--- config.mk ---
export PLATFORM = sky130hd
export DESIGN_NAME = csr_stage
export DESIGN_NICKNAME = d
export VERILOG_FILES = /design/src/source/csr_pkg.sv /design/src/source/csr_if.sv /design/src/source/csr_access.sv /design/src/source/csr_file.sv /design/src/source/csr_stage.sv /design/src/source/trap_unit.sv
export VERILOG_INCLUDE_DIRS = /design/src /design/src/include
export SDC_FILE = /design/constraint.sdc
export NUM_CORES = 1
export LEC_CHECK = 0
export ABC_AREA = 1
export BUFFER_PORTS_ARGS = -buffer_cell sky130_fd_sc_hd__buf_2
export CAP_MARGIN = 20
export CORE_MARGIN = 3
export CORE_UTILIZATION = 45
export DETAILED_ROUTE_END_ITERATION = 10
export GPL_ROUTABILITY_DRIVEN = 0
export GPL_TIMING_DRIVEN = 0
export PLACE_DENSITY_LB_ADDON = 0.2
export SETUP_SLACK_MARGIN = 0.05
export SLEW_MARGIN = 10
export SYNTH_ARGS = -nofsm -noshare
export SYNTH_HDL_FRONTEND = slang
export SYNTH_HIERARCHICAL = 1
export SYNTH_SLANG_ARGS = --single-unit
--- constraint.sdc ---
create_clock -name clk -period 6.6 [get_ports clk]
set_input_delay 1.32 -clock clk [delete_from_list [all_inputs] [get_ports clk]]
set_output_delay 1.32 -clock clk [all_outputs]
set_load 0.005 [all_outputs]
--- src/include/csr_settings.svh ---
`ifndef CSR_SETTINGS_SVH
`define CSR_SETTINGS_SVH

// Datapath widths
`define XLEN                32
`define CSR_ADDR_W          12
`define COUNTER_W           64

// Machine trap setup
`define CSR_ADDR_MSTATUS    12'h300
`define CSR_ADDR_MISA       12'h301
`define CSR_ADDR_MIE        12'h304
`define CSR_ADDR_MTVEC      12'h305

// Machine trap handling
`define CSR_ADDR_MSCRATCH   12'h340
`define CSR_ADDR_MEPC       12'h341
`define CSR_ADDR_MCAUSE     12'h342
`define CSR_ADDR_MIP        12'h344

// Machine information, all read as zero
`define CSR_ADDR_MVENDORID  12'hf11
`define CSR_ADDR_MARCHID    12'hf12
`define CSR_ADDR_MIMPID     12'hf13
`define CSR_ADDR_MHARTID    12'hf14

// User counter views, readable from U mode
`define CSR_ADDR_CYCLE      12'hc00
`define CSR_ADDR_CYCLEH     12'hc80
`define CSR_ADDR_TIME       12'hc01
`define CSR_ADDR_TIMEH      12'hc81

// Machine counter views
`define CSR_ADDR_MCYCLE     12'hb00
`define CSR_ADDR_MCYCLEH    12'hb80

// MXL = 32 bit, extensions A, I and M
`define MISA_VALUE          32'h4000_1101

// Cause codes, bit 31 marks an interrupt
`define CAUSE_ECALL_U       32'd8
`define CAUSE_ECALL_M       32'd11
`define CAUSE_MTIMER_INT    32'h8000_0007

`endif

--- src/source/csr_pkg.sv ---
`include "csr_settings.svh"

package csr_pkg;

    // Command strobes from the decode stage
    // Codes 6 and 7 are unused and behave as CSR_X
    typedef enum logic [2:0] {
        CSR_X     = 3'd0,
        CSR_W     = 3'd1,
        CSR_S     = 3'd2,
        CSR_C     = 3'd3,
        CSR_ECALL = 3'd4,
        CSR_MRET  = 3'd5
    } csr_cmd_e;

    // Only user and machine mode exist
    typedef enum logic [1:0] {
        MODE_U = 2'b00,
        MODE_M = 2'b11
    } priv_mode_e;

    // mstatus with the four implemented fields
    // Everything else reads as zero
    typedef struct packed {
        logic [13:0] rsvd_31_18;
        // Bit 17
        logic        mprv;
        logic [3:0]  rsvd_16_13;
        // Bits 12:11
        priv_mode_e  mpp;
        logic [2:0]  rsvd_10_8;
        // Bit 7
        logic        mpie;
        logic [2:0]  rsvd_6_4;
        // Bit 3
        logic        mie;
        logic [2:0]  rsvd_2_0;
    } mstatus_fields_t;

    // Raw word for CSR reads and writes, fields for trap handling
    typedef union packed {
        logic [`XLEN-1:0] raw;
        mstatus_fields_t  fields;
    } mstatus_u;

endpackage

--- src/source/csr_if.sv ---
`timescale 1ns/100ps
`include "csr_settings.svh"

// Request from the access decoder to the register file and trap logic
interface csr_req_if;
    import csr_pkg::*;

    // Current cycle, already squashed by flush
    csr_cmd_e                cmd;
    logic [`CSR_ADDR_W-1:0]  rd_addr;
    logic                    rd_ok;

    // Write stage, one cycle behind
    csr_cmd_e                wr_cmd;
    logic [`CSR_ADDR_W-1:0]  wr_addr;
    logic [`XLEN-1:0]        wr_op1;
    logic                    wr_ok;

    modport access (output cmd, rd_addr, rd_ok, wr_cmd, wr_addr, wr_op1, wr_ok);
    modport file   (input  rd_addr, rd_ok, wr_cmd, wr_addr, wr_op1, wr_ok);
    modport trap   (input  cmd);
endinterface

// Trap decisions one way, machine state the other way
interface trap_if;
    import csr_pkg::*;

    // From trap_unit
    logic              take_int;
    logic              do_ecall;
    logic              do_mret;
    logic [`XLEN-1:0]  cause;
    logic [`XLEN-1:0]  epc;
    priv_mode_e        mode;

    // From csr_file
    mstatus_u          mstatus;
    logic [`XLEN-1:0]  mtvec;
    logic [`XLEN-1:0]  mepc;
    logic              mtie;
    logic              mtip;

    modport trap (output take_int, do_ecall, do_mret, cause, epc, mode,
                  input  mstatus, mtvec, mepc, mtie, mtip);
    modport file (input  take_int, do_ecall, do_mret, cause, epc, mode,
                  output mstatus, mtvec, mepc, mtie, mtip);
endinterface

--- src/source/csr_access.sv ---
`timescale 1ns/100ps
`include "csr_settings.svh"

module csr_access (
    input  logic                 clk,
    input  logic                 rst_n,
    input  logic                 flush,
    input  csr_pkg::csr_cmd_e    csr_cmd_in,
    input  logic [`XLEN-1:0]     op1_data,
    input  logic [`XLEN-1:0]     imm_i,
    input  csr_pkg::priv_mode_e  mode,
    csr_req_if.access            req
);
    import csr_pkg::*;

    csr_cmd_e                cmd;
    logic [`CSR_ADDR_W-1:0]  addr;
    logic                    priv_ok;
    logic                    addr_known;
    logic                    wr_allowed;
    logic                    is_rmw;

    // Flush kills the command, unused codes fold into CSR_X
    always_comb begin
        case (csr_cmd_in)
            CSR_W, CSR_S, CSR_C, CSR_ECALL, CSR_MRET: cmd = flush ? CSR_X : csr_cmd_in;
            default: cmd = CSR_X;
        endcase
    end

    // All ones never decodes, so a flushed read returns zero
    assign addr = flush ? '1 : imm_i[`CSR_ADDR_W-1:0];

    // Implemented addresses
    always_comb begin
        case (addr)
            `CSR_ADDR_MSTATUS, `CSR_ADDR_MISA, `CSR_ADDR_MIE, `CSR_ADDR_MTVEC,
            `CSR_ADDR_MSCRATCH, `CSR_ADDR_MEPC, `CSR_ADDR_MCAUSE, `CSR_ADDR_MIP,
            `CSR_ADDR_MVENDORID, `CSR_ADDR_MARCHID, `CSR_ADDR_MIMPID, `CSR_ADDR_MHARTID,
            `CSR_ADDR_CYCLE, `CSR_ADDR_CYCLEH, `CSR_ADDR_TIME, `CSR_ADDR_TIMEH,
            `CSR_ADDR_MCYCLE, `CSR_ADDR_MCYCLEH: addr_known = 1'b1;
            default: addr_known = 1'b0;
        endcase
    end

    // Bits 9:8 give the lowest mode allowed
    assign priv_ok    = addr[9:8] <= mode;
    // Bits 11:10 both set means read only
    assign wr_allowed = priv_ok && (addr[11:10] != 2'b11);
    assign is_rmw     = cmd inside {CSR_W, CSR_S, CSR_C};

    assign req.cmd     = cmd;
    assign req.rd_addr = addr;
    assign req.rd_ok   = priv_ok && addr_known;

    // Write stage control
    always_ff @(posedge clk or negedge rst_n) begin
        if (!rst_n) begin
            req.wr_cmd <= CSR_X;
            req.wr_ok  <= 1'b0;
        end else begin
            req.wr_cmd <= cmd;
            req.wr_ok  <= is_rmw && wr_allowed;
        end
    end

    // Write stage payload
    always_ff @(posedge clk) begin
        req.wr_addr <= addr;
        req.wr_op1  <= op1_data;
    end

    // A trap or idle slot must never reach the write port
    a_wr_ok_rmw: assert property (@(posedge clk) disable iff (!rst_n)
        req.wr_ok |-> (req.wr_cmd inside {CSR_W, CSR_S, CSR_C}))
        else $error("wr_ok with non write command %0d", req.wr_cmd);

endmodule

--- src/source/csr_file.sv ---
`timescale 1ns/100ps
`include "csr_settings.svh"

module csr_file (
    input  logic                    clk,
    input  logic                    rst_n,
    input  logic [`COUNTER_W-1:0]   cycle,
    input  logic [`COUNTER_W-1:0]   time_cnt,
    input  logic [`COUNTER_W-1:0]   mtime,
    input  logic [`COUNTER_W-1:0]   mtimecmp,
    output logic [`XLEN-1:0]        csr_rdata,
    csr_req_if.file                 req,
    trap_if.file                    trap
);
    import csr_pkg::*;

    // MIE, MPIE, MPP and MPRV
    localparam logic [`XLEN-1:0] MSTATUS_WMASK = 32'h0002_1888;
    // MSIE, MTIE and MEIE
    localparam logic [`XLEN-1:0] MIE_WMASK     = 32'h0000_0888;

    mstatus_u          mstatus_q;
    mstatus_u          mstatus_wr;
    logic [`XLEN-1:0]  mie_q;
    logic [`XLEN-1:0]  mtvec_q;
    logic [`XLEN-1:0]  mscratch_q;
    logic [`XLEN-1:0]  mepc_q;
    logic [`XLEN-1:0]  mcause_q;
    logic [`XLEN-1:0]  rd_val;
    logic [`XLEN-1:0]  wr_val;
    logic              timer_pending;
    logic              entry_trap;
    logic              status_trap;

    assign timer_pending = mtime >= mtimecmp;

    // Trap entry owns mcause, mepc and mstatus, mret owns mstatus
    assign entry_trap  = trap.take_int || trap.do_ecall;
    assign status_trap = entry_trap || trap.do_mret;

    // Read multiplexer
    always_comb begin
        case (req.rd_addr)
            `CSR_ADDR_MSTATUS:  rd_val = mstatus_q.raw;
            `CSR_ADDR_MISA:     rd_val = `MISA_VALUE;
            `CSR_ADDR_MIE:      rd_val = mie_q;
            `CSR_ADDR_MTVEC:    rd_val = mtvec_q;
            `CSR_ADDR_MSCRATCH: rd_val = mscratch_q;
            `CSR_ADDR_MEPC:     rd_val = mepc_q;
            `CSR_ADDR_MCAUSE:   rd_val = mcause_q;
            // Timer pending is live, not stored
            `CSR_ADDR_MIP:      rd_val = {{(`XLEN-8){1'b0}}, timer_pending, 7'b0};
            `CSR_ADDR_MVENDORID, `CSR_ADDR_MARCHID,
            `CSR_ADDR_MIMPID, `CSR_ADDR_MHARTID: rd_val = '0;
            `CSR_ADDR_CYCLE, `CSR_ADDR_MCYCLE:   rd_val = cycle[`XLEN-1:0];
            `CSR_ADDR_CYCLEH, `CSR_ADDR_MCYCLEH: rd_val = cycle[`COUNTER_W-1:`XLEN];
            `CSR_ADDR_TIME:     rd_val = time_cnt[`XLEN-1:0];
            `CSR_ADDR_TIMEH:    rd_val = time_cnt[`COUNTER_W-1:`XLEN];
            default:            rd_val = '0;
        endcase
    end

    // Old value for the instruction, also the base of set and clear
    always_ff @(posedge clk or negedge rst_n) begin
        if (!rst_n) begin
            csr_rdata <= '0;
        end else begin
            csr_rdata <= req.rd_ok ? rd_val : '0;
        end
    end

    // New value, one cycle after the read
    always_comb begin
        case (req.wr_cmd)
            CSR_W:   wr_val = req.wr_op1;
            CSR_S:   wr_val = csr_rdata | req.wr_op1;
            CSR_C:   wr_val = csr_rdata & ~req.wr_op1;
            default: wr_val = '0;
        endcase
    end

    // MPP only holds U or M
    always_comb begin
        mstatus_wr.raw = wr_val & MSTATUS_WMASK;
        if (mstatus_wr.fields.mpp != MODE_M) begin
            mstatus_wr.fields.mpp = MODE_U;
        end
    end

    always_ff @(posedge clk or negedge rst_n) begin
        if (!rst_n) begin
            mstatus_q.raw        <= '0;
            mstatus_q.fields.mpp <= MODE_M;
            mie_q                <= '0;
            mtvec_q              <= '0;
            mscratch_q           <= '0;
            mepc_q               <= '0;
            mcause_q             <= '0;
        end else begin
            // Counters, misa, mip and identity ignore writes
            if (req.wr_ok) begin
                case (req.wr_addr)
                    `CSR_ADDR_MSTATUS:  if (!status_trap) mstatus_q <= mstatus_wr;
                    `CSR_ADDR_MIE:      mie_q <= wr_val & MIE_WMASK;
                    `CSR_ADDR_MTVEC:    mtvec_q <= wr_val;
                    `CSR_ADDR_MSCRATCH: mscratch_q <= wr_val;
                    `CSR_ADDR_MEPC:     if (!entry_trap) mepc_q <= {wr_val[`XLEN-1:2], 2'b00};
                    `CSR_ADDR_MCAUSE:   if (!entry_trap) mcause_q <= wr_val;
                    default: begin
                    end
                endcase
            end
            // Trap entry from either mode
            if (entry_trap) begin
                mcause_q              <= trap.cause;
                mepc_q                <= trap.epc;
                mstatus_q.fields.mpie <= mstatus_q.fields.mie;
                mstatus_q.fields.mie  <= 1'b0;
                mstatus_q.fields.mpp  <= trap.mode;
            end else if (trap.do_mret) begin
                mstatus_q.fields.mie <= mstatus_q.fields.mpie;
                mstatus_q.fields.mpp <= MODE_U;
                // Leaving M drops the modified privilege
                if (mstatus_q.fields.mpp != MODE_M) begin
                    mstatus_q.fields.mprv <= 1'b0;
                end
            end
        end
    end

    assign trap.mstatus = mstatus_q;
    assign trap.mtvec   = mtvec_q;
    assign trap.mepc    = mepc_q;
    assign trap.mtie    = mie_q[7];
    assign trap.mtip    = timer_pending;

    // An interrupt overrides the command, so mret cannot come with it
    a_int_mret_excl: assert property (@(posedge clk) disable iff (!rst_n)
        !(trap.take_int && trap.do_mret))
        else $error("take_int and do_mret in the same cycle");

endmodule

--- src/source/csr_stage.sv ---
`timescale 1ns/100ps
`include "csr_settings.svh"

module csr_stage (
    input  logic                   clk,
    input  logic                   rst_n,
    input  logic [`COUNTER_W-1:0]  cycle,
    input  logic [`COUNTER_W-1:0]  time_cnt,
    input  logic [`COUNTER_W-1:0]  mtime,
    input  logic [`COUNTER_W-1:0]  mtimecmp,
    input  logic                   flush,
    input  csr_pkg::csr_cmd_e      csr_cmd_in,
    input  logic [`XLEN-1:0]       op1_data,
    input  logic [`XLEN-1:0]       imm_i,
    input  logic                   interrupt_ready,
    input  logic [`XLEN-1:0]       fetch_pc,
    output csr_pkg::csr_cmd_e      out_csr_cmd,
    output logic [`XLEN-1:0]       csr_rdata,
    output logic [`XLEN-1:0]       trap_vector,
    output logic                   stall_may_interrupt
);
    import csr_pkg::*;

    // Current mode back into the access check
    priv_mode_e  mode;

    csr_req_if req_bus ();
    trap_if    trap_bus ();

    // Decode and privilege check
    csr_access csr_access_i (
        .clk        (clk),
        .rst_n      (rst_n),
        .flush      (flush),
        .csr_cmd_in (csr_cmd_in),
        .op1_data   (op1_data),
        .imm_i      (imm_i),
        .mode       (mode),
        .req        (req_bus.access)
    );

    // Register state
    csr_file csr_file_i (
        .clk       (clk),
        .rst_n     (rst_n),
        .cycle     (cycle),
        .time_cnt  (time_cnt),
        .mtime     (mtime),
        .mtimecmp  (mtimecmp),
        .csr_rdata (csr_rdata),
        .req       (req_bus.file),
        .trap      (trap_bus.file)
    );

    // Mode, interrupts and jump targets
    trap_unit trap_unit_i (
        .clk                 (clk),
        .rst_n               (rst_n),
        .interrupt_ready     (interrupt_ready),
        .fetch_pc            (fetch_pc),
        .out_csr_cmd         (out_csr_cmd),
        .trap_vector         (trap_vector),
        .stall_may_interrupt (stall_may_interrupt),
        .mode                (mode),
        .req                 (req_bus.trap),
        .trap                (trap_bus.trap)
    );

endmodule

--- src/source/trap_unit.sv ---
`timescale 1ns/100ps
`include "csr_settings.svh"

module trap_unit (
    input  logic                 clk,
    input  logic                 rst_n,
    input  logic                 interrupt_ready,
    input  logic [`XLEN-1:0]     fetch_pc,
    output csr_pkg::csr_cmd_e    out_csr_cmd,
    output logic [`XLEN-1:0]     trap_vector,
    output logic                 stall_may_interrupt,
    output csr_pkg::priv_mode_e  mode,
    csr_req_if.trap              req,
    trap_if.trap                 trap
);
    import csr_pkg::*;

    priv_mode_e        mode_q;
    logic              int_pending;
    logic              take_int;
    logic [`XLEN-1:0]  cause;
    logic [`XLEN-1:0]  mtvec_base;
    logic [`XLEN-1:0]  int_vector;

    // Timer interrupt enabled for the current mode
    // U mode ignores MIE, M mode needs it
    assign int_pending = trap.mtip && trap.mtie &&
                         ((mode_q == MODE_M && trap.mstatus.fields.mie) ||
                          mode_q == MODE_U);

    // Upstream holds off while a trap is possible
    assign stall_may_interrupt = int_pending;
    assign take_int            = int_pending && interrupt_ready;

    // Interrupt wins over the command of this cycle
    assign trap.take_int = take_int;
    assign trap.do_ecall = !take_int && (req.cmd == CSR_ECALL);
    assign trap.do_mret  = !take_int && (req.cmd == CSR_MRET);

    always_comb begin
        if (take_int) begin
            cause = `CAUSE_MTIMER_INT;
        end else if (mode_q == MODE_U) begin
            cause = `CAUSE_ECALL_U;
        end else begin
            cause = `CAUSE_ECALL_M;
        end
    end

    assign trap.cause = cause;
    assign trap.epc   = fetch_pc;
    assign trap.mode  = mode_q;
    assign mode       = mode_q;

    // mtvec mode 1 is vectored, anything else direct
    assign mtvec_base = {trap.mtvec[`XLEN-1:2], 2'b00};
    // Interrupt bit drops out of the offset
    assign int_vector = (trap.mtvec[1:0] == 2'b01) ?
                        mtvec_base + {cause[`XLEN-3:0], 2'b00} : mtvec_base;

    always_ff @(posedge clk or negedge rst_n) begin
        if (!rst_n) begin
            out_csr_cmd <= CSR_X;
            trap_vector <= '0;
            mode_q      <= MODE_M;
        end else if (take_int) begin
            // Pipeline sees the interrupt as an ecall
            out_csr_cmd <= CSR_ECALL;
            trap_vector <= int_vector;
            mode_q      <= MODE_M;
        end else begin
            out_csr_cmd <= req.cmd;
            // Exceptions always go to the base
            if (trap.do_ecall) begin
                trap_vector <= mtvec_base;
                mode_q      <= MODE_M;
            end else if (trap.do_mret) begin
                trap_vector <= trap.mepc;
                mode_q      <= trap.mstatus.fields.mpp;
            end
        end
    end

    // mret restores MPP, which the register file keeps legal
    a_mode_legal: assert property (@(posedge clk) disable iff (!rst_n)
        mode_q inside {MODE_U, MODE_M})
        else $error("illegal privilege mode %0d", mode_q);

endmodule

-- Word level (Yosys, flattened, before mapping)
Index checks and enable logic that the tools add are counted.
- logic and storage cells: 134
- bits of input ports: 359
- bits in registers: 253
- output and inout bits: 68
- magnitude comparators: 2
- muxes and demuxes: 35
- reductions and logical operators: 33
- add/sub/neg operators: 1
- eq/ne operators: 44
- bitwise logic cells: 3
- operators with widths (kind ; count):
    two-way mux 32 bit ; 12
    one-hot mux 32 bit (12 select lines) ; 1
    equality test 12 x 10 -> 1 bit, second input constant ; 14
    equality test 12 bit, second input constant ; 10
    one-hot mux 32 bit (3 select lines) ; 1
    >= comparator 64 bit ; 1
    two-way mux 18 bit ; 3
    adder 32 bit ; 1
    bitwise AND 32 bit ; 1
    NOT 32 bit ; 1
    OR 32 bit ; 1
    equality test 3 x 2 -> 1 bit, second input constant ; 6
    OR reduction 18 bit ; 1
    two-way mux 2 bit ; 7
    equality test 3 bit, second input constant ; 4
    two-way mux 12 bit ; 1
    nonzero test 3 bit ; 4
    AND reduction 2 bit ; 5
    equality test 3 x 1 -> 1 bit, second input constant ; 3
    logical AND 1 bit ; 9
    two-way mux 3 bit ; 3
    nonzero test 2 bit ; 4
    two-way mux 1 bit ; 7
    != test 2 bit, second input constant ; 3
    other kinds (11) ; 15

-- Depth between registers and ports, before layout
Gate-level depths: netlist of run 1.
- depth in word-level cells: 15
- mapped depth: 34
- depth with buffers taken out: 33

-- By module
Netlist of run 1, hierarchy kept.
- by module, submodules not included (module ; times used ; cells each ; sequential area each (um^2) ; area each (um^2)):
    csr_file ; 1 ; 1467 ; 4206.5 ; 11093.1
    trap_unit ; 1 ; 581 ; 928.4 ; 3619.7
    csr_access ; 1 ; 137 ; 980.9 ; 1405.1

-- Worst setup path after synthesis of run 1
Ideal clock, no wire load.
- path type: input port to flip-flop
- start: input mtimecmp[63]
- end: register trap_unit_i.trap_vector[22]
- path buffers: 1
- library setup time: 0.077 ns
- required time: 6.523 ns
- arrival: 4.569 ns
- path slack: 1.954 ns
- stages: 27
- cells stage by stage: inv_1 ha_1 nand2_1 nor2_1 nand4_1 nor2_1 nand2_1 nor3b_1 nand2_1 nand2_1 nand4_4 inv_1 buf_2 nor3_1 inv_1 ha_1 inv_1 fa_1 inv_1 nand2_1 nand2_1 nand3_4 nor2_4 nand2_1 o21ai_0 nand3_1 a21oi_1
- word-level cells in the longest chain between the ends: 8
- elaborated cells between the ends (all ways): 13
- classes of those cells: 1 x add/sub; 1 x order compare; 4 x mux; 7 x reduce/logical
- RTL lines (what ; line ; text):
    start, declared ; csr_stage.sv:10 ; input logic [`COUNTER_W-1:0] mtimecmp,
    >= comparator 64 bit ; csr_file.sv:35 ; assign timer_pending = mtime >= mtimecmp;
    net trap_bus.mtip ; csr_if.sv:41 ; logic mtip;
    logical AND 1 bit (2 in series) ; trap_unit.sv:27 ; assign int_pending = trap.mtip && trap.mtie &&
    logical AND 1 bit ; trap_unit.sv:33 ; assign take_int = int_pending && interrupt_ready;
    two-way mux 32 bit ; trap_unit.sv:41 ; if (take_int) begin
    net trap_bus.cause[0] ; csr_if.sv:32 ; logic [`XLEN-1:0] cause;
    adder 32 bit ; trap_unit.sv:59 ; mtvec_base + {cause[`XLEN-3:0], 2'b00} : mtvec_base;
    two-way mux 32 bit ; trap_unit.sv:58 ; assign int_vector = (trap.mtvec[1:0] == 2'b01) ?
    two-way mux 32 bit ; trap_unit.sv:66 ; end else if (take_int) begin
    end signal, assigned ; trap_unit.sv:69 ; trap_vector <= int_vector;
    end signal, assigned ; trap_unit.sv:75 ; trap_vector <= mtvec_base;
    end signal, assigned ; trap_unit.sv:78 ; trap_vector <= trap.mepc;
    end, declared ; trap_unit.sv:10 ; output logic [`XLEN-1:0] trap_vector,
The timed path passes the listed nets, and every way through them passes these cells.
A chain may end at the register's enable or synchronous reset.

-- Final worst setup path of run 1
- start: input mtime[63]
- end: register trap_unit_i.trap_vector[18]
- word-level cells in the longest chain between the ends: 8
- elaborated cells between the ends (all ways): 13
- classes of those cells: 1 x add/sub; 1 x order compare; 4 x mux; 7 x reduce/logical
- RTL lines (what ; line ; text):
    start, declared ; csr_stage.sv:9 ; input logic [`COUNTER_W-1:0] mtime,
    >= comparator 64 bit ; csr_file.sv:35 ;
    net trap_bus.mtip ; csr_if.sv:41 ;
    logical AND 1 bit (2 in series) ; trap_unit.sv:27 ;
    logical AND 1 bit ; trap_unit.sv:33 ;
    two-way mux 32 bit ; trap_unit.sv:41 ;
    net trap_bus.cause[0] ; csr_if.sv:32 ;
    adder 32 bit ; trap_unit.sv:59 ;
    two-way mux 32 bit ; trap_unit.sv:58 ;
    two-way mux 32 bit ; trap_unit.sv:66 ;
The timed path passes the listed nets, and every way through them passes these cells.

==> flow_metrics.tcl, run 1 <==
set metrics [dict create \
    grt_max_degree 106 \
    max_freq_mhz 192.2 \
    worstSkewPairLatency_ps 570 \
    die_area_sq_um 37650 \
    final_util_pct 56.24 \
    grt_use_total_pct 31.84 \
    powerDensity_nw_per_um2 212.3 \
    tightest_slew_ps 1083 \
    postCtsResizedCells 0 \
    first_pass_iters 6 \
    syn2layout_area_growth_pct 22.69 \
    cts_made_buffers 29 \
    setup_tns_ps 0 \
    antenna_found_initial 2 \
    pin_count 427 \
    drtIter0Drc 1931 \
    cp.arrival_ps 5680 \
    diodes 0 \
    total_power_mw 4.145 \
    dpl_worst_slack_ps 894.0 \
    clk_path_buf_depth 3 \
    fin_worst_skew_ps 17.26 \
    placedCellCount 3014 \
    cts_tree "done" \
    core_sq_um 34710 \
    min_period_over_period_pct 78.83 \
    start_util_pct 45.84 \
    via_per_inst 5.501 \
    irDropWorstVdd_mv 0.2035 \
    clock_sinks 253 \
    antenna_left 0 \
    worstPathMaxFanout 10 \
    first_global_vias 16440 \
    drv_cap 0 \
    required_ps 7080 \
    status "complete, no violations" \
    power_leakage_nw 9.826 \
    hold_viol 0 \
    die_w_um 194.0 \
    layout.nets 3020 \
    wire_per_inst_um 20.39 \
    hp-class "reg -> reg" \
    min_period_ps 5203 \
    cp-start-kind "input port" \
    drcViolationCount 0 \
    holdBufCountCts 0 \
    slew_headroom_pct 27.81 \
    dp_hpwl_um 50960 \
    synth_warnings 6 \
    overflow 0 \
    critPathKind "in -> reg" \
    postSynthCellCount 2157 \
    rsz0062_at_grt "false" \
    drv_slew 0 \
    end_kind "flop" \
    num_vias 16870 \
    post_cts_buffers 0 \
    totalWireLength_um 62540 \
    drive_gt1_share_pct 23.74 \
    die_h_um 194.0 \
    rows 68 \
    clkTransAtPathRegs_ps 60 \
    cts-root-buf "clkbuf_16" \
    portBuffers 374 \
    syn_avg_cell_area_sq_um 7.377 \
    fin_cells 3067 \
    grt_pass1_wl_um 93840 \
    setup_viol 0 \
    netlist_area_sq_um 15910 \
    fin_ws_ps 1397 \
    htreeDepth 1 \
]
## per-stage QoR
| stage | hold WS, ps | area (sq um) |
|---|---|---|
| 6_report | 476.6 | 19520 |
| 5_1_grt | 507.4 | 19520 |
| 4_1_cts | 478.4 | 19520 |
| 3_5_place_dp | 462.7 | 18520 |
| 3_3_place_gp | 460.2 | 18450 |
| 2_1_floorplan | 453.0 | 16010 |
## critical path, stage by stage
cell and delay (ps):
buf_2 110, ha_1 290, nand2_1 70, nor2_1 140, nand4_1 130, nor2_1 180, nand2_1 70, nor3b_1 200
nand2_1 70, nand2_1 230, nand4_4 230, inv_1 190, buf_2 280, nor3_1 130, inv_1 230, ha_1 220
inv_1 60, fa_1 440, inv_1 70, nand2_1 60, nand2_1 130, nand3_4 130, nor2_4 150, nand3_1 110
a21oi_1 140, o21ai_0 110, a21oi_1 140
## area by class of cell
class | instances | area, sq um
buffer | 144 | 899.6
clock buffer | 40 | 838.3
clock inverter | 13 | 168.9
fill | 3355 | 15190
inverter | 308 | 1156
multi-input combinational | 1478 | 7838
sequential | 253 | 6116
tap | 455 | 569.3
timing repair buffer | 376 | 1937
## final timing paths
path | cells past startpoint | from | slack (ps) | end
setup / recovery | 27 | mtime[63] | 1400 | trap_unit_i/trap_vector[18]
hold / removal | 2 | trap_unit_i/trap_vector[9] | 480 | trap_unit_i/trap_vector[9]
min in group asynchronous | 1 | rst_n | 630 | trap_unit_i/trap_vector[28]
max in group asynchronous | 3 | rst_n | 4800 | trap_unit_i/mode[1]
hold reg to reg | 2 | trap_unit_i/trap_vector[9] | 480 | trap_unit_i/trap_vector[9]
setup reg to reg | 19 | trap_unit_i/mode[0] | 2870 | trap_unit_i/trap_vector[18]
## flip-flops by register name (all words and copies together) (netlist names), 5 cells and up
name and count:
csr_file_i/csr_rdata 32, csr_access_i/req.wr_op1 32, csr_file_i/mcause_q 32, csr_file_i/mscratch_q 32
csr_file_i/trap.mepc 32, csr_file_i/trap.mstatus 5, trap_unit_i/trap_vector 32, csr_access_i/req.wr_addr 12
csr_file_i/trap.mtvec 32
## placed cells by master (no fill, tap or decap), types with 6 or more instances in the layout
cell and instances:
nand4_1 17, nand2_1 575, nand3_1 128, a21oi_1 97, nor2_2 20, o21ai_0 137, buf_6 10, nor3_1 35
clkbuf_1 40, o22ai_1 12, a22o_1 7, nor2_4 11, buf_2 405, nor2_1 142, ha_1 70, o2111ai_1 20
inv_1 293, nor3b_1 14, a21oi_2 6, nand2_2 8, inv_2 15, buf_4 65, dfrtp_1 205, o221ai_1 44
nand3_2 7, o211ai_1 34, dfxtp_1 44, conb_1 27, clkbuf_16 30, o21ai_1 9
## per-layer routing
| layer | wire (um) | track usage (%) |
|---|---|---|
| met1 | 24710 | 42.17 |
| met2 | 27320 | 50.11 |
| met5 | 11 | 0 |
| met4 | 2889 | 12.53 |
| met3 | 7604 | 8.236 |
## power by group
group,internal [mW],switching (mW)
Clock,1.01,0.679
Combinational,0.282,0.382
Sequential,1.70,0.0934
Note: power is estimated with default switching activity, not from simulation.
==> run 2, diff against run 1 <==
==> constraint.sdc (replaced) <==
create_clock -name clk -period 4.4 [get_ports clk]
set_input_delay 0.88 -clock clk [delete_from_list [all_inputs] [get_ports clk]]
set_output_delay 0.88 -clock clk [all_outputs]
set_load 0.005 [all_outputs]
==> flow_metrics.tcl, run 2 (synthesized netlist as in run 1, its figures left out) <==
set metrics [dict create \
    status "complete, no violations" \
    rsz0062_at_grt "false" \
    fin_area_sq_um 19610 \
    die_w_um 194.0 \
    portBuffers 374 \
    fin_ws_ps 262.4 \
    cts_tree "done" \
    clock_sinks 253 \
    htreeDepth 1 \
    drive_gt1_share_pct 24.31 \
    cp-start-kind "input port" \
    cts-root-buf "clkbuf_16" \
    grt_max_degree 106 \
    drtIter0Drc 2071 \
    clk_path_buf_depth 3 \
    total_power_mw 6.215 \
    dpl-instance-area_sq_um 18520 \
    dp_hpwl_um 50960 \
    layout.nets 3024 \
    cts_made_buffers 29 \
    rr_endpoint "trap_unit_i/trap_vector[27]" \
    clkTransAtPathRegs_ps 60 \
    die_h_um 194.0 \
    overflow 0 \
    setup_viol 0 \
    power_leakage_nw 9.856 \
    irDropWorstVdd_mv 0.3041 \
    wire_per_inst_um 20.41 \
    critPathKind "in -> reg" \
    rows 68 \
    hold_viol 0 \
    dpl_worst_slack_ps -866.0 \
    antenna_found_initial 2 \
    first_pass_iters 7 \
    drv_slew 0 \
    hp-class "in -> async" \
    via_per_inst 5.510 \
    min_period_over_period_pct 94.04 \
    drv_cap 0 \
    slew_headroom_pct 26.44 \
    die_area_sq_um 37650 \
    start_util_pct 45.84 \
    required_ps 4840 \
    antenna_left 0 \
    rrSetupSlack_ps 1180 \
    fillers 3348 \
    ff_latch_area_sq_um 6116 \
    grt_pass1_wl_um 93890 \
    syn2layout_area_growth_pct 23.21 \
    worstPathMaxFanout 11 \
    final_cell_mix "nand2_1, buf_2, inv_1" \
    first_global_vias 16470 \
    r2r_cells 16 \
    drcViolationCount 0 \
    end_kind "flop" \
    num_vias 16930 \
    min_period_ps 4138 \
    multi_input_area_sq_um 7881 \
    holdBufCountCts 0 \
    layout_commonest_cell "nand2_1" \
    cp.arrival_ps 4580 \
    totalWireLength_um 62710 \
    tightest_slew_ps 1103 \
    max_freq_mhz 241.7 \
    worstReg2RegStart "trap_unit_i/mode[0]" \
    worstSkewPairLatency_ps 560 \
    pin_count 427 \
    powerDensity_nw_per_um2 317.0 \
    grt_use_total_pct 31.86 \
    core_sq_um 34710 \
    fin_worst_skew_ps 16.84 \
]
-- run 2: cell count changes in the layout (fill, tap and decap cells not counted), sizes merged --
cell,delta
buf,+4
diode,+1
-- run 2: routing by layer --
| layer | track usage [%] | share of wire (%) | up-vias |
|---|---|---|---|
| met4 | 12.69 | 4.5 | 2 |
| met2 | 50.10 | 44 | 1100 |
| met1 | 42.15 | 39 | 7800 |
| met3 | 8.254 | 12 | 168 |
| li1 | - | - | 7857 |
| met5 | 0 | 0.018 | - |
-- run 2: worst max-delay path by stage --
stage / start / to / slack, ps / cells past startpoint
after detailed placement: mtime[63] / trap_unit_i/trap_vector[22] / -870 / 27
after global routing: mtimecmp[63] / trap_unit_i/trap_vector[15] / 30 / 26
final: mtime[63] / trap_unit_i/trap_vector[27] / 260 / 24
after global placement: rst_n / csr_file_i/csr_rdata[30] / -1260 / 1
after CTS: mtime[63] / trap_unit_i/trap_vector[22] / 120 / 27
after floorplan: mtimecmp[63] / trap_unit_i/trap_vector[22] / 190 / 27
-- run 2: layout make-up --
| cell class | instances | area share (%) |
|---|---|---|
| Antenna cell | 1 | 0.01276 |
| Buffer | 144 | 4.621 |
| Clock buffer | 40 | 4.276 |
| Clock inverter | 13 | 0.8616 |
| Inverter | 308 | 5.897 |
| Multi-Input combinational cell | 1478 | 40.20 |
| Sequential cell | 253 | 31.20 |
| Tap cell | 455 | 2.904 |
| Timing Repair Buffer | 380 | 10.03 |
-- run 2: what timing repair did --
item                                    4_1_cts  5_1_grt
resized for setup                             5       11
setup buffers                                 1        3
pin swaps                                     1        3
endpoints found under the setup margin       15       25
-- run 2: power breakdown --
group	switching (mW)	internal [mW]	leakage, nW	total, mW
Combinational	0.574	0.425	6.25	0.999
Sequential	0.140	2.54	3.11	2.68
Clock	1.01	1.52	0.497	2.53
-- run 2: per-stage QoR --
stage	cells	TNS (ps)	utilization, %	hold slack (ps)
2_1_floorplan	2183	0	-	453.0
3_3_place_gp	3012	-277150	53.15	460.2
3_5_place_dp	3014	-25980	53.34	462.7
4_1_cts	3068	0	56.28	194.1
5_1_grt	3071	0	56.47	199.4
6_report	3072	0	56.48	189.3
-- run 2: critical path: stages --
cell	delay, ps
buf_2	110
ha_1	290
nand2_1	70
nor2_1	150
nand4_1	150
nor2_2	170
nand2_1	80
nor3b_2	180
nand2_1	110
nand2_4	110
nand4_4	150
buf_4	210
buf_2	180
buf_2	250
ha_2	420
nand2_1	90
inv_1	80
nand3_1	100
nand2_2	160
nand3_2	170
nor2_1	180
nand3_1	90
nand3_1	110
a21oi_1	80
==> run 3, diff against run 2 <==
--- a/config.mk
+++ b/config.mk
@@ -9,7 +9,6 @@
 export ABC_AREA = 1
 export BUFFER_PORTS_ARGS = -buffer_cell sky130_fd_sc_hd__buf_2
 export CAP_MARGIN = 20
-export CORE_MARGIN = 3
 export CORE_UTILIZATION = 45
 export DETAILED_ROUTE_END_ITERATION = 10
 export GPL_ROUTABILITY_DRIVEN = 0
==> constraint.sdc (replaced) <==
create_clock -name clk -period 4.4 [get_ports clk]
set_input_delay 0.88 -clock clk [delete_from_list [all_inputs] [get_ports clk]]
set_output_delay 0.88 -clock clk [all_outputs]
set_load 0.01 [all_outputs]
==> flow_metrics.tcl, run 3 (synthesized netlist as in run 1, its figures left out) <==
set metrics [dict create \
    status "complete, no violations" \
    clkTransAtPathRegs_ps 60 \
    comb_power_share_pct 16.1 \
    wire_per_inst_um 20.16 \
    rows 68 \
    cp.arrival_ps 4600 \
    fin_worst_skew_ps 19.44 \
    htreeDepth 1 \
    switchingPower_mw 1.811 \
    drive_gt1_share_pct 24.59 \
    portBuffers 374 \
    first_global_vias 16370 \
    die_area_sq_um 36120 \
    worstSkewPairLatency_ps 580 \
    critPathKind "in -> reg" \
    r2r_cells 16 \
    clock_sinks 253 \
    drv_cap 0 \
    fillers 3262 \
    grt_pass1_wl_um 92830 \
    power_frac_clock_pct 41.8 \
    worstReg2RegStart "trap_unit_i/mode[0]" \
    clk_path_buf_depth 3 \
    start_util_pct 45.95 \
    min_period_over_period_pct 94.22 \
    first_pass_iters 8 \
    drtIter0Drc 1989 \
    drcViolationCount 0 \
    irDropWorstVdd_mv 0.3095 \
    worstPathMaxFanout 11 \
    setup_tns_ps 0 \
    max_freq_mhz 241.2 \
    rr_endpoint "trap_unit_i/trap_vector[15]" \
    die_w_um 190.0 \
    cts_made_buffers 30 \
    antenna_found_initial 1 \
    power_leakage_nw 9.882 \
    p_int_mw 4.551 \
    final_cell_mix "nand2_1, buf_2, inv_1" \
    core_sq_um 34630 \
    syn2layout_area_growth_pct 23.59 \
    pin_count 427 \
    cts-root-buf "clkbuf_16" \
    hold_viol 0 \
    cp-start-kind "input port" \
    layout_commonest_cell "nand2_1" \
    required_ps 4860 \
    layout.nets 3025 \
    diodes 0 \
    num_vias 16970 \
    switching_share_pct 28.46 \
    dp_hpwl_um 49960 \
    end_kind "flop" \
    antenna_left 0 \
    die_h_um 190.0 \
    total_power_mw 6.362 \
    grt_max_degree 111 \
    drv_slew 0 \
    powerDensity_nw_per_um2 323.5 \
    totalWireLength_um 61980 \
    rrSetupSlack_ps 1130 \
    hp-class "in -> async" \
    cts_tree "done" \
    slew_headroom_pct 29.36 \
    rsz0062_at_grt "false" \
    p_seq_share_pct 42.2 \
    grt_use_total_pct 33.95 \
    setup_viol 0 \
    min_period_ps 4146 \
    tightest_slew_ps 1060 \
    via_per_inst 5.520 \
    overflow 0 \
]
-- run 3: final cells by class --
| class | instances | area, sq um | share of cell area [%] |
|---|---|---|---|
| inverter | 308 | 1159 | 5.892 |
| multi-input combinational | 1478 | 7884 | 40.09 |
| tap | 455 | 569.3 | 2.895 |
| timing repair buffer | 380 | 1947 | 9.900 |
| clock buffer | 39 | 908.4 | 4.619 |
| clock inverter | 17 | 173.9 | 0.8844 |
| sequential | 253 | 6116 | 31.10 |
| buffer | 144 | 908.4 | 4.619 |
-- run 3: power by group through the flow --
stage	registers (mW)	clock network [mW]	logic, mW
floorplan	2.71	0	0.518
global placement	2.72	0	0.973
detailed placement	2.72	0	1.00
CTS	2.68	2.67	1.01
global route	2.71	2.76	1.13
finish	2.68	2.66	1.02
-- run 3: repair_timing --
item	in CTS	in global routing
cloned	0	0
buffers inserted	1	4
endpoints found under the setup margin	17	25
pin swaps	1	5
hold buffers	0	0
resized for setup	6	15
-- run 3: critical path, stage by stage --
cell	delay [ps]
buf_2	80
inv_1	30
ha_1	280
nand2_1	80
nor2_2	130
nand4_1	170
nor2_2	190
nand2_1	80
nor3b_2	160
nand2_1	100
nand2_4	90
nand4_4	160
buf_4	210
buf_2	180
clkbuf_4	250
ha_2	410
nand2_1	90
inv_1	90
nand3_1	130
nand2_4	140
nand3_2	150
o21ai_0	240
nand2_1	130
nand2_1	80
nand2_1	50
-- run 3: per-layer routing --
metal,vias to the layer above,global-route usage (%),part of all wire [%]
met5,-,0,0
met4,0,13.90,4.3
met3,172,7.250,12
met2,1109,54.37,44
met1,7801,44.42,39
li1,7885,-,-
-- run 3: worst max path at each step --
stage,from,endpoint,cells after the start,slack (ps)
floorplan,mtimecmp[63],trap_unit_i/trap_vector[22],27,190
global placement,rst_n,csr_file_i/csr_rdata[12],1,-1200
detailed placement,mtimecmp[63],trap_unit_i/trap_vector[20],29,-920
CTS,mtimecmp[63],trap_unit_i/trap_vector[22],28,90
global route,mtimecmp[63],trap_unit_i/trap_vector[18],28,30
finish,mtimecmp[63],trap_unit_i/trap_vector[15],25,250
-- run 3: stage by stage --
| stage | worst slack [ps] | instances | area, sq um | utilization (%) | hold slack, ps |
|---|---|---|---|---|---|
| final | 254.1 | 3074 | 19670 | 56.79 | 351.8 |
| after CTS | 93.79 | 3070 | 19590 | 56.58 | 377.8 |
| after global routing | 27.65 | 3074 | 19670 | 56.79 | 395.3 |
| after detailed placement | -922.4 | 3013 | 18490 | 53.39 | 464.8 |
| after floorplan | 193.7 | 2183 | 16010 | - | 453.0 |
| after global placement | -1201 | 3012 | 18450 | 53.28 | 459.7 |
